## config.mk

```make
export PLATFORM = sky130hd
export DESIGN_NAME = evs_finder_top
export DESIGN_NICKNAME = d
export VERILOG_FILES = /design/src/verilog/evs_pkg.sv /design/src/verilog/evs_finder_top.sv /design/src/verilog/evs_control.sv /design/src/verilog/evs_store.sv /design/src/verilog/mem_timer.sv /design/src/verilog/guess_addr_gen.sv
export SDC_FILE = /design/constraint.sdc
export NUM_CORES = 1
export LEC_CHECK = 0
export BUFFER_PORTS_ARGS = -buffer_cell sky130_fd_sc_hd__buf_2
export CAP_MARGIN = 30
export CORE_MARGIN = 2
export CORE_UTILIZATION = 55
export DETAILED_ROUTE_END_ITERATION = 8
export GPL_TIMING_DRIVEN = 0
export PLACE_DENSITY = 0.71
export SETUP_SLACK_MARGIN = 0.05
export SLEW_MARGIN = 0
export SYNTH_ARGS = -nofsm -noshare
export SYNTH_HDL_FRONTEND = slang
export SYNTH_SLANG_ARGS = --single-unit
```

## constraint.sdc

```tcl
create_clock -name clk -period 13.5 [get_ports clk]
set_clock_uncertainty 0.05 [all_clocks]
set_input_delay 1.35 -clock clk [delete_from_list [all_inputs] [get_ports clk]]
set_output_delay 1.35 -clock clk [all_outputs]
set_load 0.02 [all_outputs]
```

## src/verilog/evs_pkg.sv

```systemverilog
package evs_pkg;

  // ================================================
  // Widths
  // ================================================

  localparam int CL_ADDR_W     = 42;
  localparam int LATENCY_W     = 10;  // Saturating latency counter
  localparam int WAIT_W        = 10;
  localparam int EVS_INDEX_W   = 4;
  localparam int GUESS_COUNT_W = 16;

  typedef logic [CL_ADDR_W-1:0]     cl_addr_t;      // Cache-line address
  typedef logic [LATENCY_W-1:0]     latency_t;      // Cycles, also the threshold
  typedef logic [WAIT_W-1:0]        wait_t;
  typedef logic [EVS_INDEX_W-1:0]   evs_index_t;    // Slot index and count
  typedef logic [GUESS_COUNT_W-1:0] guess_count_t;

  localparam int EVS_SIZE = 16;

  // Guess step in cache lines
  localparam cl_addr_t GUESS_STRIDE_SMALL = 42'd32;
  localparam cl_addr_t GUESS_STRIDE_LARGE = 42'd1;

  // ================================================
  // Opcodes and state machine
  // ================================================

  typedef enum logic [2:0] {
    OP_CREATE_EVS  = 3'd0,
    OP_WRITE_NONBL = 3'd1,
    OP_WRITE_BLOCK = 3'd2,
    OP_READ        = 3'd3
  } op_code_t;

  typedef enum logic [1:0] {
    ADDR_TARGET = 2'd0,
    ADDR_GUESS  = 2'd1
  } addr_sel_t;

  typedef enum logic [3:0] {
    S_IDLE,
    S_WR_TARGET,       // Eviction-set search loop
    S_WR_TARGET_WAIT,
    S_WR_GUESS,
    S_WR_GUESS_WAIT,
    S_RD_TARGET,
    S_WR_TEST,         // Single accesses
    S_WR_WTEST,
    S_WAIT_WTEST,
    S_RD_TEST
  } state_t;

  // Host command, sampled at cmd_start
  typedef struct packed {
    op_code_t     op;
    cl_addr_t     adr_target;
    cl_addr_t     adr_search;
    latency_t     threshold;
    wait_t        wait_cycles;
    evs_index_t   evs_wanted;
    guess_count_t guess_limit;
    logic         large_page;
  } evs_cmd_t;

  typedef struct packed {
    logic     valid;
    logic     write;
    cl_addr_t addr;
  } mem_req_t;

endpackage
```

## src/verilog/evs_finder_top.sv

```systemverilog
`timescale 1ns/1ps

module evs_finder_top (
  input  logic                 clk,
  input  logic                 reset,
  input  logic                 cmd_start,
  input  evs_pkg::evs_cmd_t    cmd,
  output evs_pkg::mem_req_t    mem_req,
  input  logic                 mem_ack,
  input  evs_pkg::evs_index_t  evs_rd_index,
  output logic                 op_done,
  output evs_pkg::latency_t    op_timing,
  output evs_pkg::evs_index_t  evs_count,
  output evs_pkg::cl_addr_t    evs_rd_data
);

  // Controller to access timer
  logic              access_go;
  logic              access_write;
  evs_pkg::cl_addr_t access_addr;
  logic              access_done;
  logic              access_slow;

  // Search datapath
  logic              guess_next;
  logic              guess_restart;
  logic              guess_exhausted;
  evs_pkg::cl_addr_t guess_addr;
  logic              found;
  logic              clear;

  // ================================================
  // Blocks
  // ================================================

  evs_control evs_control_i (
    .clk, .reset, .cmd_start, .cmd,
    .access_done, .access_slow, .guess_exhausted, .guess_addr,
    .fill_count (evs_count),
    .access_go, .access_write, .guess_next, .guess_restart,
    .found, .clear, .access_addr, .op_done
  );

  guess_addr_gen guess_addr_gen_i (
    .clk, .reset, .cmd,
    .guess_restart, .guess_next,
    .guess_addr, .guess_exhausted
  );

  mem_timer mem_timer_i (
    .clk, .reset,
    .threshold (cmd.threshold),
    .access_go, .access_write, .access_addr,
    .mem_req, .mem_ack,
    .access_done, .access_slow, .op_timing
  );

  evs_store evs_store_i (
    .clk, .reset, .clear, .found, .guess_addr,
    .evs_rd_index,
    .fill_count (evs_count),
    .evs_rd_data
  );

endmodule

```

## src/verilog/evs_control.sv

```systemverilog
`timescale 1ns/1ps

module evs_control (
  input  logic                 clk,
  input  logic                 reset,
  input  logic                 cmd_start,
  input  evs_pkg::evs_cmd_t    cmd,
  input  logic                 access_done,
  input  logic                 access_slow,
  input  logic                 guess_exhausted,
  input  evs_pkg::cl_addr_t    guess_addr,
  input  evs_pkg::evs_index_t  fill_count,
  output logic                 access_go,
  output logic                 access_write,
  output logic                 guess_next,
  output logic                 guess_restart,
  output logic                 found,
  output logic                 clear,
  output evs_pkg::cl_addr_t    access_addr,
  output logic                 op_done
);

  evs_pkg::state_t    state;
  evs_pkg::state_t    next_state;
  evs_pkg::evs_cmd_t  cmd_q;
  evs_pkg::addr_sel_t addr_sel;
  evs_pkg::wait_t     wait_cnt;
  logic               first_cycle;
  logic               is_access;
  logic               is_wait;
  logic               waited;
  logic               wanted_reached;

  always_ff @(posedge clk) begin
    if (state == evs_pkg::S_IDLE && cmd_start) begin
      cmd_q <= cmd;
    end
  end

  // ================================================
  // State classes and wait counter
  // ================================================

  always_comb begin
    is_access = 1'b0;
    is_wait   = 1'b0;
    case (state)
      evs_pkg::S_WR_TARGET, evs_pkg::S_WR_GUESS, evs_pkg::S_RD_TARGET,
      evs_pkg::S_WR_TEST, evs_pkg::S_WR_WTEST, evs_pkg::S_RD_TEST: is_access = 1'b1;
      evs_pkg::S_WR_TARGET_WAIT, evs_pkg::S_WR_GUESS_WAIT,
      evs_pkg::S_WAIT_WTEST: is_wait = 1'b1;
      default: ;
    endcase
  end

  always_ff @(posedge clk) begin
    if (reset || !is_wait) begin
      wait_cnt <= '0;
    end else begin
      wait_cnt <= wait_cnt + 1'b1;
    end
  end

  assign waited = (wait_cnt == cmd_q.wait_cycles);  // wait_cycles+1 cycles in state

  // Marks the first cycle after any state change
  always_ff @(posedge clk) begin
    if (reset) begin
      first_cycle <= 1'b0;
    end else begin
      first_cycle <= (next_state != state);
    end
  end

  assign access_go = is_access && first_cycle;

  // Count after this find reaches the request
  assign wanted_reached =
    ({1'b0, fill_count} + 5'd1) >= {1'b0, cmd_q.evs_wanted};

  assign access_addr = (addr_sel == evs_pkg::ADDR_GUESS) ? guess_addr : cmd_q.adr_target;

  // ================================================
  // Mealy state machine
  // ================================================

  always_comb begin
    next_state    = state;
    addr_sel      = evs_pkg::ADDR_TARGET;
    access_write  = 1'b0;
    guess_next    = 1'b0;
    guess_restart = 1'b0;
    found         = 1'b0;
    clear         = 1'b0;
    op_done       = 1'b0;

    case (state)
      evs_pkg::S_IDLE: begin
        op_done = 1'b1;
        if (cmd_start) begin
          clear         = 1'b1;
          guess_restart = 1'b1;
          case (cmd.op)
            evs_pkg::OP_CREATE_EVS:  next_state = evs_pkg::S_WR_TARGET;
            evs_pkg::OP_WRITE_NONBL: next_state = evs_pkg::S_WR_TEST;
            evs_pkg::OP_WRITE_BLOCK: next_state = evs_pkg::S_WR_WTEST;
            evs_pkg::OP_READ:        next_state = evs_pkg::S_RD_TEST;
            default:                 next_state = evs_pkg::S_IDLE;
          endcase
        end
      end

      evs_pkg::S_WR_TARGET: begin
        access_write = 1'b1;
        if (access_done) next_state = evs_pkg::S_WR_TARGET_WAIT;
      end

      evs_pkg::S_WR_TARGET_WAIT: begin
        if (waited) next_state = evs_pkg::S_WR_GUESS;
      end

      evs_pkg::S_WR_GUESS: begin
        access_write = 1'b1;
        addr_sel     = evs_pkg::ADDR_GUESS;
        if (access_done) next_state = evs_pkg::S_WR_GUESS_WAIT;
      end

      evs_pkg::S_WR_GUESS_WAIT: begin
        if (waited) next_state = evs_pkg::S_RD_TARGET;
      end

      evs_pkg::S_RD_TARGET: begin
        if (access_done) begin
          found = access_slow;  // Guess evicted the target
          if ((access_slow && wanted_reached) || guess_exhausted) begin
            next_state = evs_pkg::S_IDLE;
          end else begin
            guess_next = 1'b1;
            next_state = access_slow ? evs_pkg::S_WR_TARGET : evs_pkg::S_WR_GUESS;
          end
        end
      end

      evs_pkg::S_WR_TEST: begin
        access_write = 1'b1;
        if (access_done) next_state = evs_pkg::S_IDLE;
      end

      evs_pkg::S_WR_WTEST: begin
        access_write = 1'b1;
        if (access_done) next_state = evs_pkg::S_WAIT_WTEST;
      end

      evs_pkg::S_WAIT_WTEST: begin
        if (waited) next_state = evs_pkg::S_IDLE;
      end

      evs_pkg::S_RD_TEST: begin
        if (access_done) next_state = evs_pkg::S_IDLE;
      end

      default: next_state = evs_pkg::S_IDLE;
    endcase
  end

  always_ff @(posedge clk) begin
    if (reset) begin
      state <= evs_pkg::S_IDLE;
    end else begin
      state <= next_state;
    end
  end

endmodule

```

## src/verilog/evs_store.sv

```systemverilog
`timescale 1ns/1ps

module evs_store (
  input  logic                 clk,
  input  logic                 reset,
  input  logic                 clear,
  input  logic                 found,
  input  evs_pkg::cl_addr_t    guess_addr,
  input  evs_pkg::evs_index_t  evs_rd_index,
  output evs_pkg::evs_index_t  fill_count,
  output evs_pkg::cl_addr_t    evs_rd_data
);

  // Found addresses
  evs_pkg::cl_addr_t evs_mem [evs_pkg::EVS_SIZE];

  // ================================================
  // Fill side
  // ================================================

  always_ff @(posedge clk) begin
    if (reset || clear) begin
      fill_count <= '0;
    end else if (found) begin
      fill_count <= fill_count + 1'b1;
    end
  end

  always_ff @(posedge clk) begin
    if (found) begin
      evs_mem[fill_count] <= guess_addr;  // Next free slot
    end
  end

  // ================================================
  // Host readback
  // ================================================

  // Registered, one cycle behind the index
  always_ff @(posedge clk) begin
    evs_rd_data <= evs_mem[evs_rd_index];
  end

endmodule

```

## src/verilog/mem_timer.sv

```systemverilog
`timescale 1ns/1ps

module mem_timer (
  input  logic                clk,
  input  logic                reset,
  input  evs_pkg::latency_t   threshold,
  input  logic                access_go,
  input  logic                access_write,
  input  evs_pkg::cl_addr_t   access_addr,
  output evs_pkg::mem_req_t   mem_req,
  input  logic                mem_ack,
  output logic                access_done,
  output logic                access_slow,
  output evs_pkg::latency_t   op_timing
);

  logic              req_valid;
  logic              req_write;
  evs_pkg::cl_addr_t req_addr;
  logic              busy;
  logic              ack_seen;
  evs_pkg::latency_t lat_cnt;

  // ================================================
  // Request register
  // ================================================

  always_ff @(posedge clk) begin
    if (reset) begin
      req_valid <= 1'b0;
    end else begin
      req_valid <= access_go;  // One-cycle pulse
    end
  end

  always_ff @(posedge clk) begin
    if (access_go) begin
      req_write <= access_write;
      req_addr  <= access_addr;
    end
  end

  assign mem_req = '{valid: req_valid, write: req_write, addr: req_addr};

  // ================================================
  // Latency measurement
  // ================================================

  assign ack_seen = busy && mem_ack;

  always_ff @(posedge clk) begin
    if (reset) begin
      busy <= 1'b0;
    end else if (access_go) begin
      busy <= 1'b1;
    end else if (mem_ack) begin
      busy <= 1'b0;
    end
  end

  // Request cycle counts as 1, ack cycle included
  always_ff @(posedge clk) begin
    if (access_go) begin
      lat_cnt <= evs_pkg::latency_t'(1);
    end else if (busy && lat_cnt != '1) begin
      lat_cnt <= lat_cnt + 1'b1;
    end
  end

  always_ff @(posedge clk) begin
    if (reset) begin
      access_done <= 1'b0;
      op_timing   <= '0;
    end else begin
      access_done <= ack_seen;
      if (ack_seen) op_timing <= lat_cnt;
    end
  end

  always_ff @(posedge clk) begin
    if (ack_seen) access_slow <= (lat_cnt >= threshold);  // Evicted target
  end

endmodule

```

## src/verilog/guess_addr_gen.sv

```systemverilog
`timescale 1ns/1ps

module guess_addr_gen (
  input  logic                clk,
  input  logic                reset,
  input  evs_pkg::evs_cmd_t   cmd,
  input  logic                guess_restart,
  input  logic                guess_next,
  output evs_pkg::cl_addr_t   guess_addr,
  output logic                guess_exhausted
);

  evs_pkg::guess_count_t guess_cnt;
  evs_pkg::guess_count_t guess_limit_q;
  evs_pkg::cl_addr_t     adr_search_q;
  logic                  large_page_q;
  evs_pkg::cl_addr_t     guess_offset;

  // Guess counter
  always_ff @(posedge clk) begin
    if (reset || guess_restart) begin
      guess_cnt <= '0;
    end else if (guess_next) begin
      guess_cnt <= guess_cnt + 1'b1;
    end
  end

  // Search parameters held for the whole operation
  always_ff @(posedge clk) begin
    if (guess_restart) begin
      adr_search_q  <= cmd.adr_search;
      large_page_q  <= cmd.large_page;
      guess_limit_q <= cmd.guess_limit;
    end
  end

  assign guess_offset = large_page_q ?
    evs_pkg::cl_addr_t'(guess_cnt) * evs_pkg::GUESS_STRIDE_LARGE :
    evs_pkg::cl_addr_t'(guess_cnt) * evs_pkg::GUESS_STRIDE_SMALL;

  assign guess_addr      = adr_search_q + guess_offset;
  assign guess_exhausted = (guess_cnt == guess_limit_q);  // Last allowed guess

endmodule

```

# --- Word-level counts from Yosys, hierarchy flattened ---
# Memory sizes are Yosys's and may differ from the RTL's. A register that Yosys moved wholly into a read port is not among the register bits.
# Cells that the tools add are included.
op_classes:
  addsub: 6
  n_mul: 0
  div_mod_pow: 0
  magnitude_cmp: 2
  eq_ne: 17
  shift: 0
  muxes: 31
  bitwise_logic: 0
  reduce_logical: 16
ops:
  columns: ["operator", "n"]
  rows:
  - ["42-bit adder", 1]
  - ["42-bit two-way mux", 1]
  - ["4-bit two-way mux", 10]
  - ["4-bit one-hot mux with 9 select lines", 1]
  - ["21-bit two-way mux", 1]
  - ["10-bit by 1-bit adder with 10-bit output, second input constant", 2]
  - ["16-bit by 1-bit adder with 16-bit output, second input constant", 1]
  - ["16-bit equality test", 1]
  - ["4-bit by 3-bit equality test with 1-bit output, second input constant", 4]
  - ["1-bit two-way mux", 16]
  - ["4-bit one-hot mux with 4 select lines", 1]
  - ["10-bit equality test", 1]
  - ["10-bit >= comparator", 1]
  - ["10-bit != test, second input constant", 1]
  - ["4-bit by 2-bit equality test with 1-bit output, second input constant", 2]
  - ["4-bit equality test, second input constant", 2]
  - ["3-bit by 2-bit equality test with 1-bit output, second input constant", 2]
  - ["6-bit OR reduction", 1]
  - ["4-bit by 1-bit adder with 5-bit output, second input constant", 1]
  - ["5-bit by 4-bit >= comparator with 1-bit output", 1]
  - ["1-bit logical AND", 5]
  - ["4-bit by 1-bit adder with 4-bit output, second input constant", 1]
  - ["4-bit by 1-bit equality test with 1-bit output, second input constant", 1]
  - ["4-bit logical NOT", 1]
  - ["other kinds (11)", 13]
word_totals:
  ff_bits: 217
  latchBits: 0
  mem_bits_rw: 672
  rom_bits: 0
  inputBits: 136
  word_cells: 92
  mem_count: 1
memory_table:
  columns: ["name", "words", "word_bits", "rd", "rd_ports_with_merged_regs", "wr", "line", "text"]
  rows:
  - ["evs_store_i.evs_mem", 16, 42, 1, 1, 1, "evs_store.sv:15", "evs_pkg::cl_addr_t evs_mem [evs_pkg::EVS_SIZE];"]

# --- Depth between registers and ports, before layout ---
# Gate-level depths: netlist (run 1).
depth:
  word_depth: 8
  ltp_mapped: 13
  ltp_nobuf: 12

# --- Modules after synthesis ---
# Synthesis (run 1) repeated with hierarchy kept, for this count alone.
unflattened:
  hier_cells: 1932
  area_unflattened_um2: 36462.5
by_module_without_submodules:
  columns: ["module", "instances", "cells_per_inst", "area_each_um2", "seq_area_each_um2"]
  rows:
  - ["evs_store", 1, 1112, 26286.5, 21100.2]
  - ["guess_addr_gen", 1, 397, 4319.1, 2092.0]
  - ["evs_control", 1, 239, 3333.2, 1981.9]
  - ["mem_timer", 1, 184, 2523.7, 1781.7]

# --- Worst setup path before layout (run 1) ---
# OpenSTA, ideal clock, no wires.
synth_path:
  path_type: "reg-to-reg"
  startpoint: "register mem_timer_i.access_slow"
  endpoint: "memory evs_store_i.evs_mem[3][0] (netlist bit), enable pin"
  setup_time_ns: 0.493
  arrival_time_ns: 4.156
  slack_ns: 8.801
  stages_incl_launch_ff: 5
  synth_period_minus_slack_ns: 4.699
  path_cell_list: "edfxtp_1 inv_1 nor4_2 nand2_1 nor3_1"
synth_between:
  elab_chain_len: 4
synth_rtl:
  columns: ["item", "line", "text"]
  rows:
  - ["start, declared", "mem_timer.sv:13", "output logic access_slow,"]
  - ["start signal, assigned", "mem_timer.sv:81", "if (ack_seen) access_slow <= (lat_cnt >= threshold);"]
  - ["1-bit two-way mux", "evs_control.sv:133", "if (access_done) begin"]
  - ["1-bit two-way mux", "evs_control.sv:97", "case (state)"]
  - ["1-bit two-way mux", "evs_store.sv:30", "if (found) begin"]
  - ["1-bit two-way mux (not written as such)", "evs_store.sv:31", "evs_mem[fill_count] <= guess_addr;"]
  - ["end, declared", "evs_store.sv:15", null]
# No other way between the ends.

# --- Final worst setup path (run 1) ---
layout_path:
  startpoint: "register guess_addr_gen_i.large_page_q"
  endpoint: "register mem_timer_i.req_addr[27], data pin"
layout_between:
  elab_chain_len: 3
layout_rtl:
  columns: ["item", "line", "text"]
  rows:
  - ["start, declared", "guess_addr_gen.sv:16", "logic large_page_q;"]
  - ["start signal, assigned", "guess_addr_gen.sv:32", "large_page_q <= cmd.large_page;"]
  - ["21-bit two-way mux", "guess_addr_gen.sv:37", "assign guess_offset = large_page_q ?"]
  - ["42-bit adder", "guess_addr_gen.sv:41", "assign guess_addr = adr_search_q + guess_offset;"]
  - ["named net evs_control_i.guess_addr[27]", "evs_control.sv:11", "input evs_pkg::cl_addr_t guess_addr,"]
  - ["42-bit two-way mux", "evs_control.sv:81", "assign access_addr = (addr_sel == evs_pkg::ADDR_GUESS) ? guess_addr : cmd_q.adr_target;"]
  - ["named net access_addr[27]", "evs_finder_top.sv:20", "evs_pkg::cl_addr_t access_addr;"]
  - ["end signal, assigned", "mem_timer.sv:39", "req_addr <= access_addr;"]
  - ["end, declared", "mem_timer.sv:19", "evs_pkg::cl_addr_t req_addr;"]
# The timed path passes the listed nets, and every way through them passes these cells.
# A chain may end at the register's enable or synchronous reset.

==> results of run 1 <==
## worst max-delay path, delay by kind of cell, from the launching register on
family	cells	cell delay (ns)
AOI/OAI and AO/OA	3	1.29
xor gates and xnor gates	1	0.61
adders and majority gates	1	0.40
buffers and inverters	2	0.73
DFF	1	0.42
muxes	2	0.70
and+or+nand+nor	3	0.47
## cell type report
type,instances,share of cell area [%]
antenna,1,0.00584
inverter,34,0.309
timing repair buffer,324,5.66
sequential,931,62.9
buffer,75,0.747
multi-input combinational,790,20.9
clock buffer,116,5.79
tap,864,2.52
clock inverter,56,1.22
## sequential cells by signal, summed over array words and instances (netlist names)
register                        cells
evs_control_i.cmd_q                56
evs_control_i.first_cycle           1
evs_control_i.state                 4
evs_control_i.wait_cnt             10
evs_store_i.evs_mem               672
evs_store_i.evs_rd_data            42
evs_store_i.fill_count              4
guess_addr_gen_i.adr_search_q      42
guess_addr_gen_i.guess_cnt         16
guess_addr_gen_i.guess_limit_q     16
guess_addr_gen_i.large_page_q       1
mem_timer_i.access_done             1
mem_timer_i.access_slow             1
mem_timer_i.busy                    1
mem_timer_i.lat_cnt                10
mem_timer_i.op_timing              10
mem_timer_i.req_addr               42
mem_timer_i.req_valid               1
mem_timer_i.req_write               1
## Yosys cell counts, drive strengths merged (2+ instances only)
master | instances | share of area, %
nor3 | 11 | 0.15
mux2 | 44 | 1.4
o211ai | 4 | 0.083
o21a | 3 | 0.066
o21ai | 20 | 0.28
xnor2 | 58 | 1.4
inv | 34 | 0.35
nor4 | 5 | 0.10
a21oi | 37 | 0.52
nor2 | 85 | 0.88
buf | 21 | 0.31
nand2b | 12 | 0.21
a211o | 2 | 0.048
mux2i | 3 | 0.083
xor2 | 43 | 1.0
clkbuf | 54 | 0.56
a21o | 7 | 0.15
or3 | 5 | 0.10
nor2b | 9 | 0.16
a31oi | 4 | 0.069
or2 | 3 | 0.052
mux4 | 210 | 13
or4 | 2 | 0.052
and2 | 7 | 0.12
and4 | 6 | 0.15
nand2 | 77 | 0.80
maj3 | 2 | 0.055
ha | 42 | 1.5
nand4 | 19 | 0.37
and3 | 13 | 0.22
dfxtp | 100 | 5.5
nand3 | 32 | 0.50
o31ai | 2 | 0.041
a221oi | 3 | 0.073
edfxtp | 831 | 69
## routing by layer
layer / vias to the layer above / global-route usage (%) / share of wire, %
li1: 8192 / - / -
met5: - / 0 / 0.0083
met4: 2 / 7.16 / 2.7
met2: 918 / 40.6 / 49
met1: 9754 / 35.2 / 40
met3: 156 / 5.89 / 8.9
## worst paths after layout
kind / from / end / slack [ns] / cells past startpoint
worst min register to register: mem_timer_i.op_timing[6] / mem_timer_i.op_timing[6] / 0.41 / 2
worst max-delay path: guess_addr_gen_i.large_page_q / mem_timer_i.req_addr[27] / 8.68 / 12
worst min-delay path: mem_timer_i.op_timing[6] / mem_timer_i.op_timing[6] / 0.41 / 2
worst max register to register: guess_addr_gen_i.large_page_q / mem_timer_i.req_addr[27] / 8.68 / 12
## layout by cell type, fill, tap and decap left out, types with 24 or more instances in the layout
| cell | netlist | layout |
|---|---|---|
| inv_1 | 34 | 33 |
| mux4_2 | 210 | 210 |
| xor2_1 | 43 | 43 |
| nand2_1 | 77 | 77 |
| clkbuf_16 | 0 | 93 |
| nor2_1 | 85 | 73 |
| clkbuf_1 | 54 | 69 |
| xnor2_1 | 57 | 56 |
| a21oi_1 | 36 | 36 |
| buf_6 | 1 | 24 |
| buf_4 | 2 | 35 |
| nand3_1 | 28 | 28 |
| mux2_2 | 44 | 44 |
| dfxtp_1 | 100 | 100 |
| buf_2 | 16 | 248 |
| edfxtp_1 | 831 | 831 |
| ha_1 | 42 | 42 |
## where the power goes
group          internal, mW  switching [mW]
clock                  1.45            1.09
sequential             3.22          0.0277
combinational         0.145           0.218
total                  4.81            1.33
## metrics by stage
stage                     setup WS [ns]  util, %  area [µm²]  total power [mW]
final                              8.68     65.4       42900              6.14
after global routing               8.53     65.4       42900              6.31
after CTS                          8.45     65.3       42800              6.18
after detailed placement           8.50     60.7       39800              3.67
after global placement             4.47     58.7       38500              3.65
after floorplan                    8.80        -       36200              3.52
## cells by family (layout without fill, tap and decap cells)
group / after synthesis / count (layout) / share of synthesized area (%)
flops: 931 / 931 / 74.4
simple gates: 289 / 289 / 3.94
mux: 257 / 257 / 14.5
buf+inv: 109 / 605 / 1.23
xor+xnor: 101 / 101 / 2.46
compound gates: 98 / 98 / 1.91
fa+ha+maj: 45 / 45 / 1.56
other cells: 0 / 1 / 0
==> impl_metrics.yaml, run 1 <==
setup_path:
  cp_cell_sequence: "buf_1 -> mux2_2 -> ha_1 -> and3_1 -> a221oi_1 -> o21ai_1 -> nor4b_2 -> o41ai_2 -> buf_6 -> nand4_4 -> xnor2_2 -> mux2_2"
  criticalPathCategory: "reg -> reg"
  critical_path.max_stage_delay_ns: 0.92
  cp-end-kind: "flip-flop"
  crit_fanout: 17
  required_ns: 13.96
  crit_top_cell: "mux2_2"
  start_kind: "flip-flop"
  slowest_stage: "o41ai_2"
  crit_arrival_ns: 5.28
cts:
  cts_buffers: 93
  cts_tree: "built"
  cts_sinks: 931
  cts_root_buffer: "clkbuf_16"
  path_clk_slew_ns: 0.06
  cts_setup_buffers: 0
  cts_resized: 0
  htree_levels: 3
  clock_latency_ns: 0.65
  cts_max_path_buffers: 3
  cts-hold-fix-buffers: 0
placement:
  portBuffers: 232
  post-place-cells: 3010
  hpwlAfterDp_um: 55200
  finalWeightedCongestion: 0.864
timing:
  layout_min_cycle_time_ns: 4.82
  setup_tns_ns: 0
  worstMarginPinSlew_ns: 1.06
  fmax_ghz: 0.207
  maxSlewViolCount: 0
  layout_worst_path_cycle_share_pct: 35.7
  timing.slew.headroom_pct: 28.8
  timing.hold.ws_ns: 0.407
  setup_viol: 0
  hold_viol: 0
  rsz0062_at_grt: "false"
logic_synthesis:
  synth-seq-area-share_pct: 74.4
  ys_seq_elements: 931
  synth_edf_count: 831
  syn_avg_cell_area_um2: 19.8
  yosysWarningCount: 0
  synthCells: 1830
  synthFlopType: "edfxtp_1"
  netlist_area_um2: 36200
  async_flop_share_pct: 0
  syn-num-nets: 2009
  yosysUniqueCellTypes: 67
finish:
  register_area_um2: 27000
  nNetsFinal: 2428
  fin_cells: 3191
  drive_gt1_share_pct: 33.6
  final.fill_count: 4261
  multi_input_area_um2: 8950
  area_growth_pct: 18.3
floorplanning:
  io_pins: 237
  coreArea_um2: 65500
  fp.dieW_um: 261
  initial_core_util_pct: 55.3
  die_y_um: 261
  rows: 94
  die_area_um2: 67900
routing:
  dr.pass1.iters: 5
  avgRoutedWirePerCell_um: 26.5
  via_count: 19000
  drtAntennaViolNets: 0
  drc: 0
  via_per_inst: 5.96
  first_iter_violations: 1868
  routed_wl_um: 84700
grt:
  grt_max_degree: 60
  track_usage_pct: 25.3
  grt_pass1_vias: 19200
  grt_overflow: 0
  antenna_found_initial: 4
  grt_pass1_wl_um: 123000
power_and_ir_drop:
  power_per_cell_area_nw_per_um2: 143
  p_leak_nw: 14.7
  max-vdd-ir-drop_mv: 0.142
status:
  status: "complete, no violations"
hold_path:
  min_path_type: "reg -> reg"
job:
  maxCapViolCount: 0
Power figures use the tool's default switching activity.
==> run 2, diff against run 1 <==
Settings changed: ABC_AREA set to 1.
Clock period 13.5 ns to 4.9 ns, I/O delays scaled along.
==> run 2 against run 1 <==
Net effect: critical path type unchanged; power grew to 2.8 times the previous value; first-iteration DRC count increased by 73%; final area up 8.0%; highest routed layer is now met4; global-route usage rose by 5.7 points; largest power group unchanged; sequential power increased to 2.8 times the previous value.
==> impl_metrics.yaml, run 2 <==
grt:
  grt_overflow: 0
  grt_util_met2_pct: 52.0
  grt_max_degree: 76
  use_met1_pct: 39.8
  antenna_found_initial: 1
  track_usage_pct: 31.0
  grt_pass1_vias: 26900
  grt_pass1_wl_um: 167000
  met3_usage_pct: 5.71
  top_usage_layer: "met2"
routing:
  via_count: 27200
  drtAntennaViolNets: 0
  first_iter_violations: 3223
  avgRoutedWirePerCell_um: 24.5
  via_per_inst: 5.88
  dr.pass1.iters: 8
  routed_wl_um: 113000
  drc: 0
logic_synthesis:
  yosysWarningCount: 0
  netlist_area_um2: 38700
  synthMuxAreaShare_pct: 4.35
  synth_top_area_share_pct: 64.5
  yosysTopAreaCell: "edfxtp_1"
  syn-num-nets: 3277
  syn_avg_cell_area_um2: 12.5
  synth_xor_area_share_pct: 1.07
  ys_seq_elements: 931
  synth-compound-area-share_pct: 10.2
  synthAdderAreaFrac_pct: 1.41
  synth-simple-area-share_pct: 8.15
  synth-seq-area-share_pct: 69.7
  synthCells: 3098
  yosys-top-cells-count: "edfxtp_1 (831), nand2_1 (433), inv_1 (329), o21ai_0 (258), a21oi_1 (239)"
  async_flop_share_pct: 0
  synth_area_leaders: "edfxtp_1 (65%), dfxtp_1 (5.2%), mux2i_1 (4.3%)"
  yosysUniqueCellTypes: 47
  synth_edf_count: 831
  synthFlopType: "edfxtp_1"
  synth_top_family_by_area: "compound AO/OA/AOI/OAI gates"
  yosysMostFrequentCell: "edfxtp_1"
finish:
  final.fill_count: 4894
  drive_gt1_share_pct: 14.6
  reg_top3: "evs_store_i.evs_mem: 672 flops, evs_control_i.cmd_q: 56 flops"
  multi_input_area_um2: 9920
  final_cell_mix: "edfxtp_1 (831), nand2_1 (433), inv_1 (327)"
  largest_reg_flops: 672
  design_area_um2: 46300
  area_growth_pct: 19.7
  register_area_um2: 27000
  nNetsFinal: 3777
  regMostFlops: "evs_store_i.evs_mem"
  layout_commonest_cell: "edfxtp_1"
  final_core_util_pct: 66.3
setup_path:
  cp-end-kind: "flip-flop"
  crit_arrival_ns: 4.62
  required_ns: 5.36
  criticalPathCategory: "reg -> reg"
  crit_fanout: 17
  start_kind: "flip-flop"
floorplanning:
  fp.dieW_um: 269
  die_y_um: 269
  die_area_um2: 72500
  io_pins: 237
  coreArea_um2: 69800
  initial_core_util_pct: 55.4
  rows: 97
power_and_ir_drop:
  power_per_cell_area_nw_per_um2: 377
  p_leak_nw: 17.6
  finalPower_mw: 17.5
  max-vdd-ir-drop_mv: 0.290
cts:
  htree_levels: 3
  clock_latency_ns: 0.66
  cts_root_buffer: "clkbuf_16"
  cts_sinks: 931
  cts_setup_buffers: 0
  cts_max_path_buffers: 3
  cts_tree: "built"
  cts_buffers: 93
  path_clk_slew_ns: 0.06
  cts_resized: 0
placement:
  finalWeightedCongestion: 0.939
  hpwlAfterDp_um: 77000
  dpl-instance-area_um2: 42200
  portBuffers: 231
timing:
  timing.slew.headroom_pct: 26.7
  worstMarginPinSlew_ns: 1.10
  fmax_ghz: 0.240
  rsz0062_at_grt: "false"
  maxSlewViolCount: 0
  layout_min_cycle_time_ns: 4.16
  setup_viol: 0
  setup_tns_ns: 0
  hold_viol: 0
  layout_worst_path_cycle_share_pct: 84.9
  timing.hold.ws_ns: 0.0577
hold_path:
  min_path_type: "in -> reg"
job:
  maxCapViolCount: 0
status:
  status: "complete, no violations"
run 2: cell types whose count changed after synthesis, sizes merged, moves of 164 or more:
cell / before / now
nand2: 77 / 446
inv: 34 / 337
o21ai: 20 / 268
mux4: 210 / 0
a21oi: 37 / 239
mux2i: 3 / 168
o211ai: 4 / 168
run 2: area by class of cell:
| cell class | count | share of cell area [%] |
|---|---|---|
| plain buffers | 142 | 1.56 |
| multi-input cells | 1685 | 21.4 |
| well taps | 940 | 2.54 |
| clock buffers | 136 | 5.69 |
| diodes | 1 | 0.00541 |
| repair buffers | 405 | 7.06 |
| inverters | 340 | 2.76 |
| flip-flops and latches | 931 | 58.2 |
| clock inverters | 39 | 0.741 |
run 2: cell families (layout without fill, tap and decap cells):
| group | Yosys count | count (layout) |
|---|---|---|
| and+or+nand+nor | 737 | 737 |
| AOI/OAI and AO/OA | 693 | 693 |
| muxes | 168 | 168 |
| buffers and inverters | 482 | 1062 |
| other | 0 | 1 |
| adders and majority gates | 43 | 43 |
| xor gates and xnor gates | 44 | 44 |
| DFF | 931 | 931 |
run 2: critical path, cell delays in order (launching register included):
cell      delay [ns]
edfxtp_1        0.42
clkbuf_1        0.40
nand2_1         0.10
inv_1           0.07
ha_1            0.17
inv_1           0.09
fa_1            0.43
nand3b_1        0.18
nand2_1         0.14
nand2_1         0.07
nand3_1         0.21
nand4_1         0.13
nand3_1         0.24
nand2_1         0.15
xor2_2          0.86
nand2_1         0.17
nand2_1         0.14
run 2: repair_timing:
action	CTS	global route
hold buffers	115	0
endpoints found under the setup margin	0	0
endpoints found under the hold margin	115	0
run 2: per-layer routing:
layer | part of all wire [%] | wire (µm) | vias up
li1 | - | - | 12100
met1 | 37 | 41600 | 13100
met2 | 48 | 54900 | 1651
met3 | 10 | 11700 | 279
met4 | 4.4 | 5000 | 0
met5 | 0 | 0 | -
run 2: power breakdown:
| group | switching (mW) | internal (mW) |
|---|---|---|
| Sequential | 0.109 | 8.94 |
| Combinational | 1.01 | 0.462 |
| Clock | 3.00 | 3.95 |
| Total | 4.12 | 13.3 |
run 2: through the flow:
step                setup WS [ns]  std cells
floorplan                   0.315       3098
finish                      0.739       4619
detailed placement          0.867       4327
global placement            -3.79       4269
CTS                         0.842       4617
global route                0.423       4618
run 2: path summary, 6_finish.rpt:
path              slack [ns]                  endpoint  cells past startpoint                          start
setup / recovery        0.74  mem_timer_i.req_addr[30]                     16  guess_addr_gen_i.large_page_q
setup reg to reg        0.74  mem_timer_i.req_addr[30]                     16  guess_addr_gen_i.large_page_q
hold reg to reg         0.44          mem_timer_i.busy                      2               mem_timer_i.busy
hold / removal          0.06          mem_timer_i.busy                      4                        mem_ack
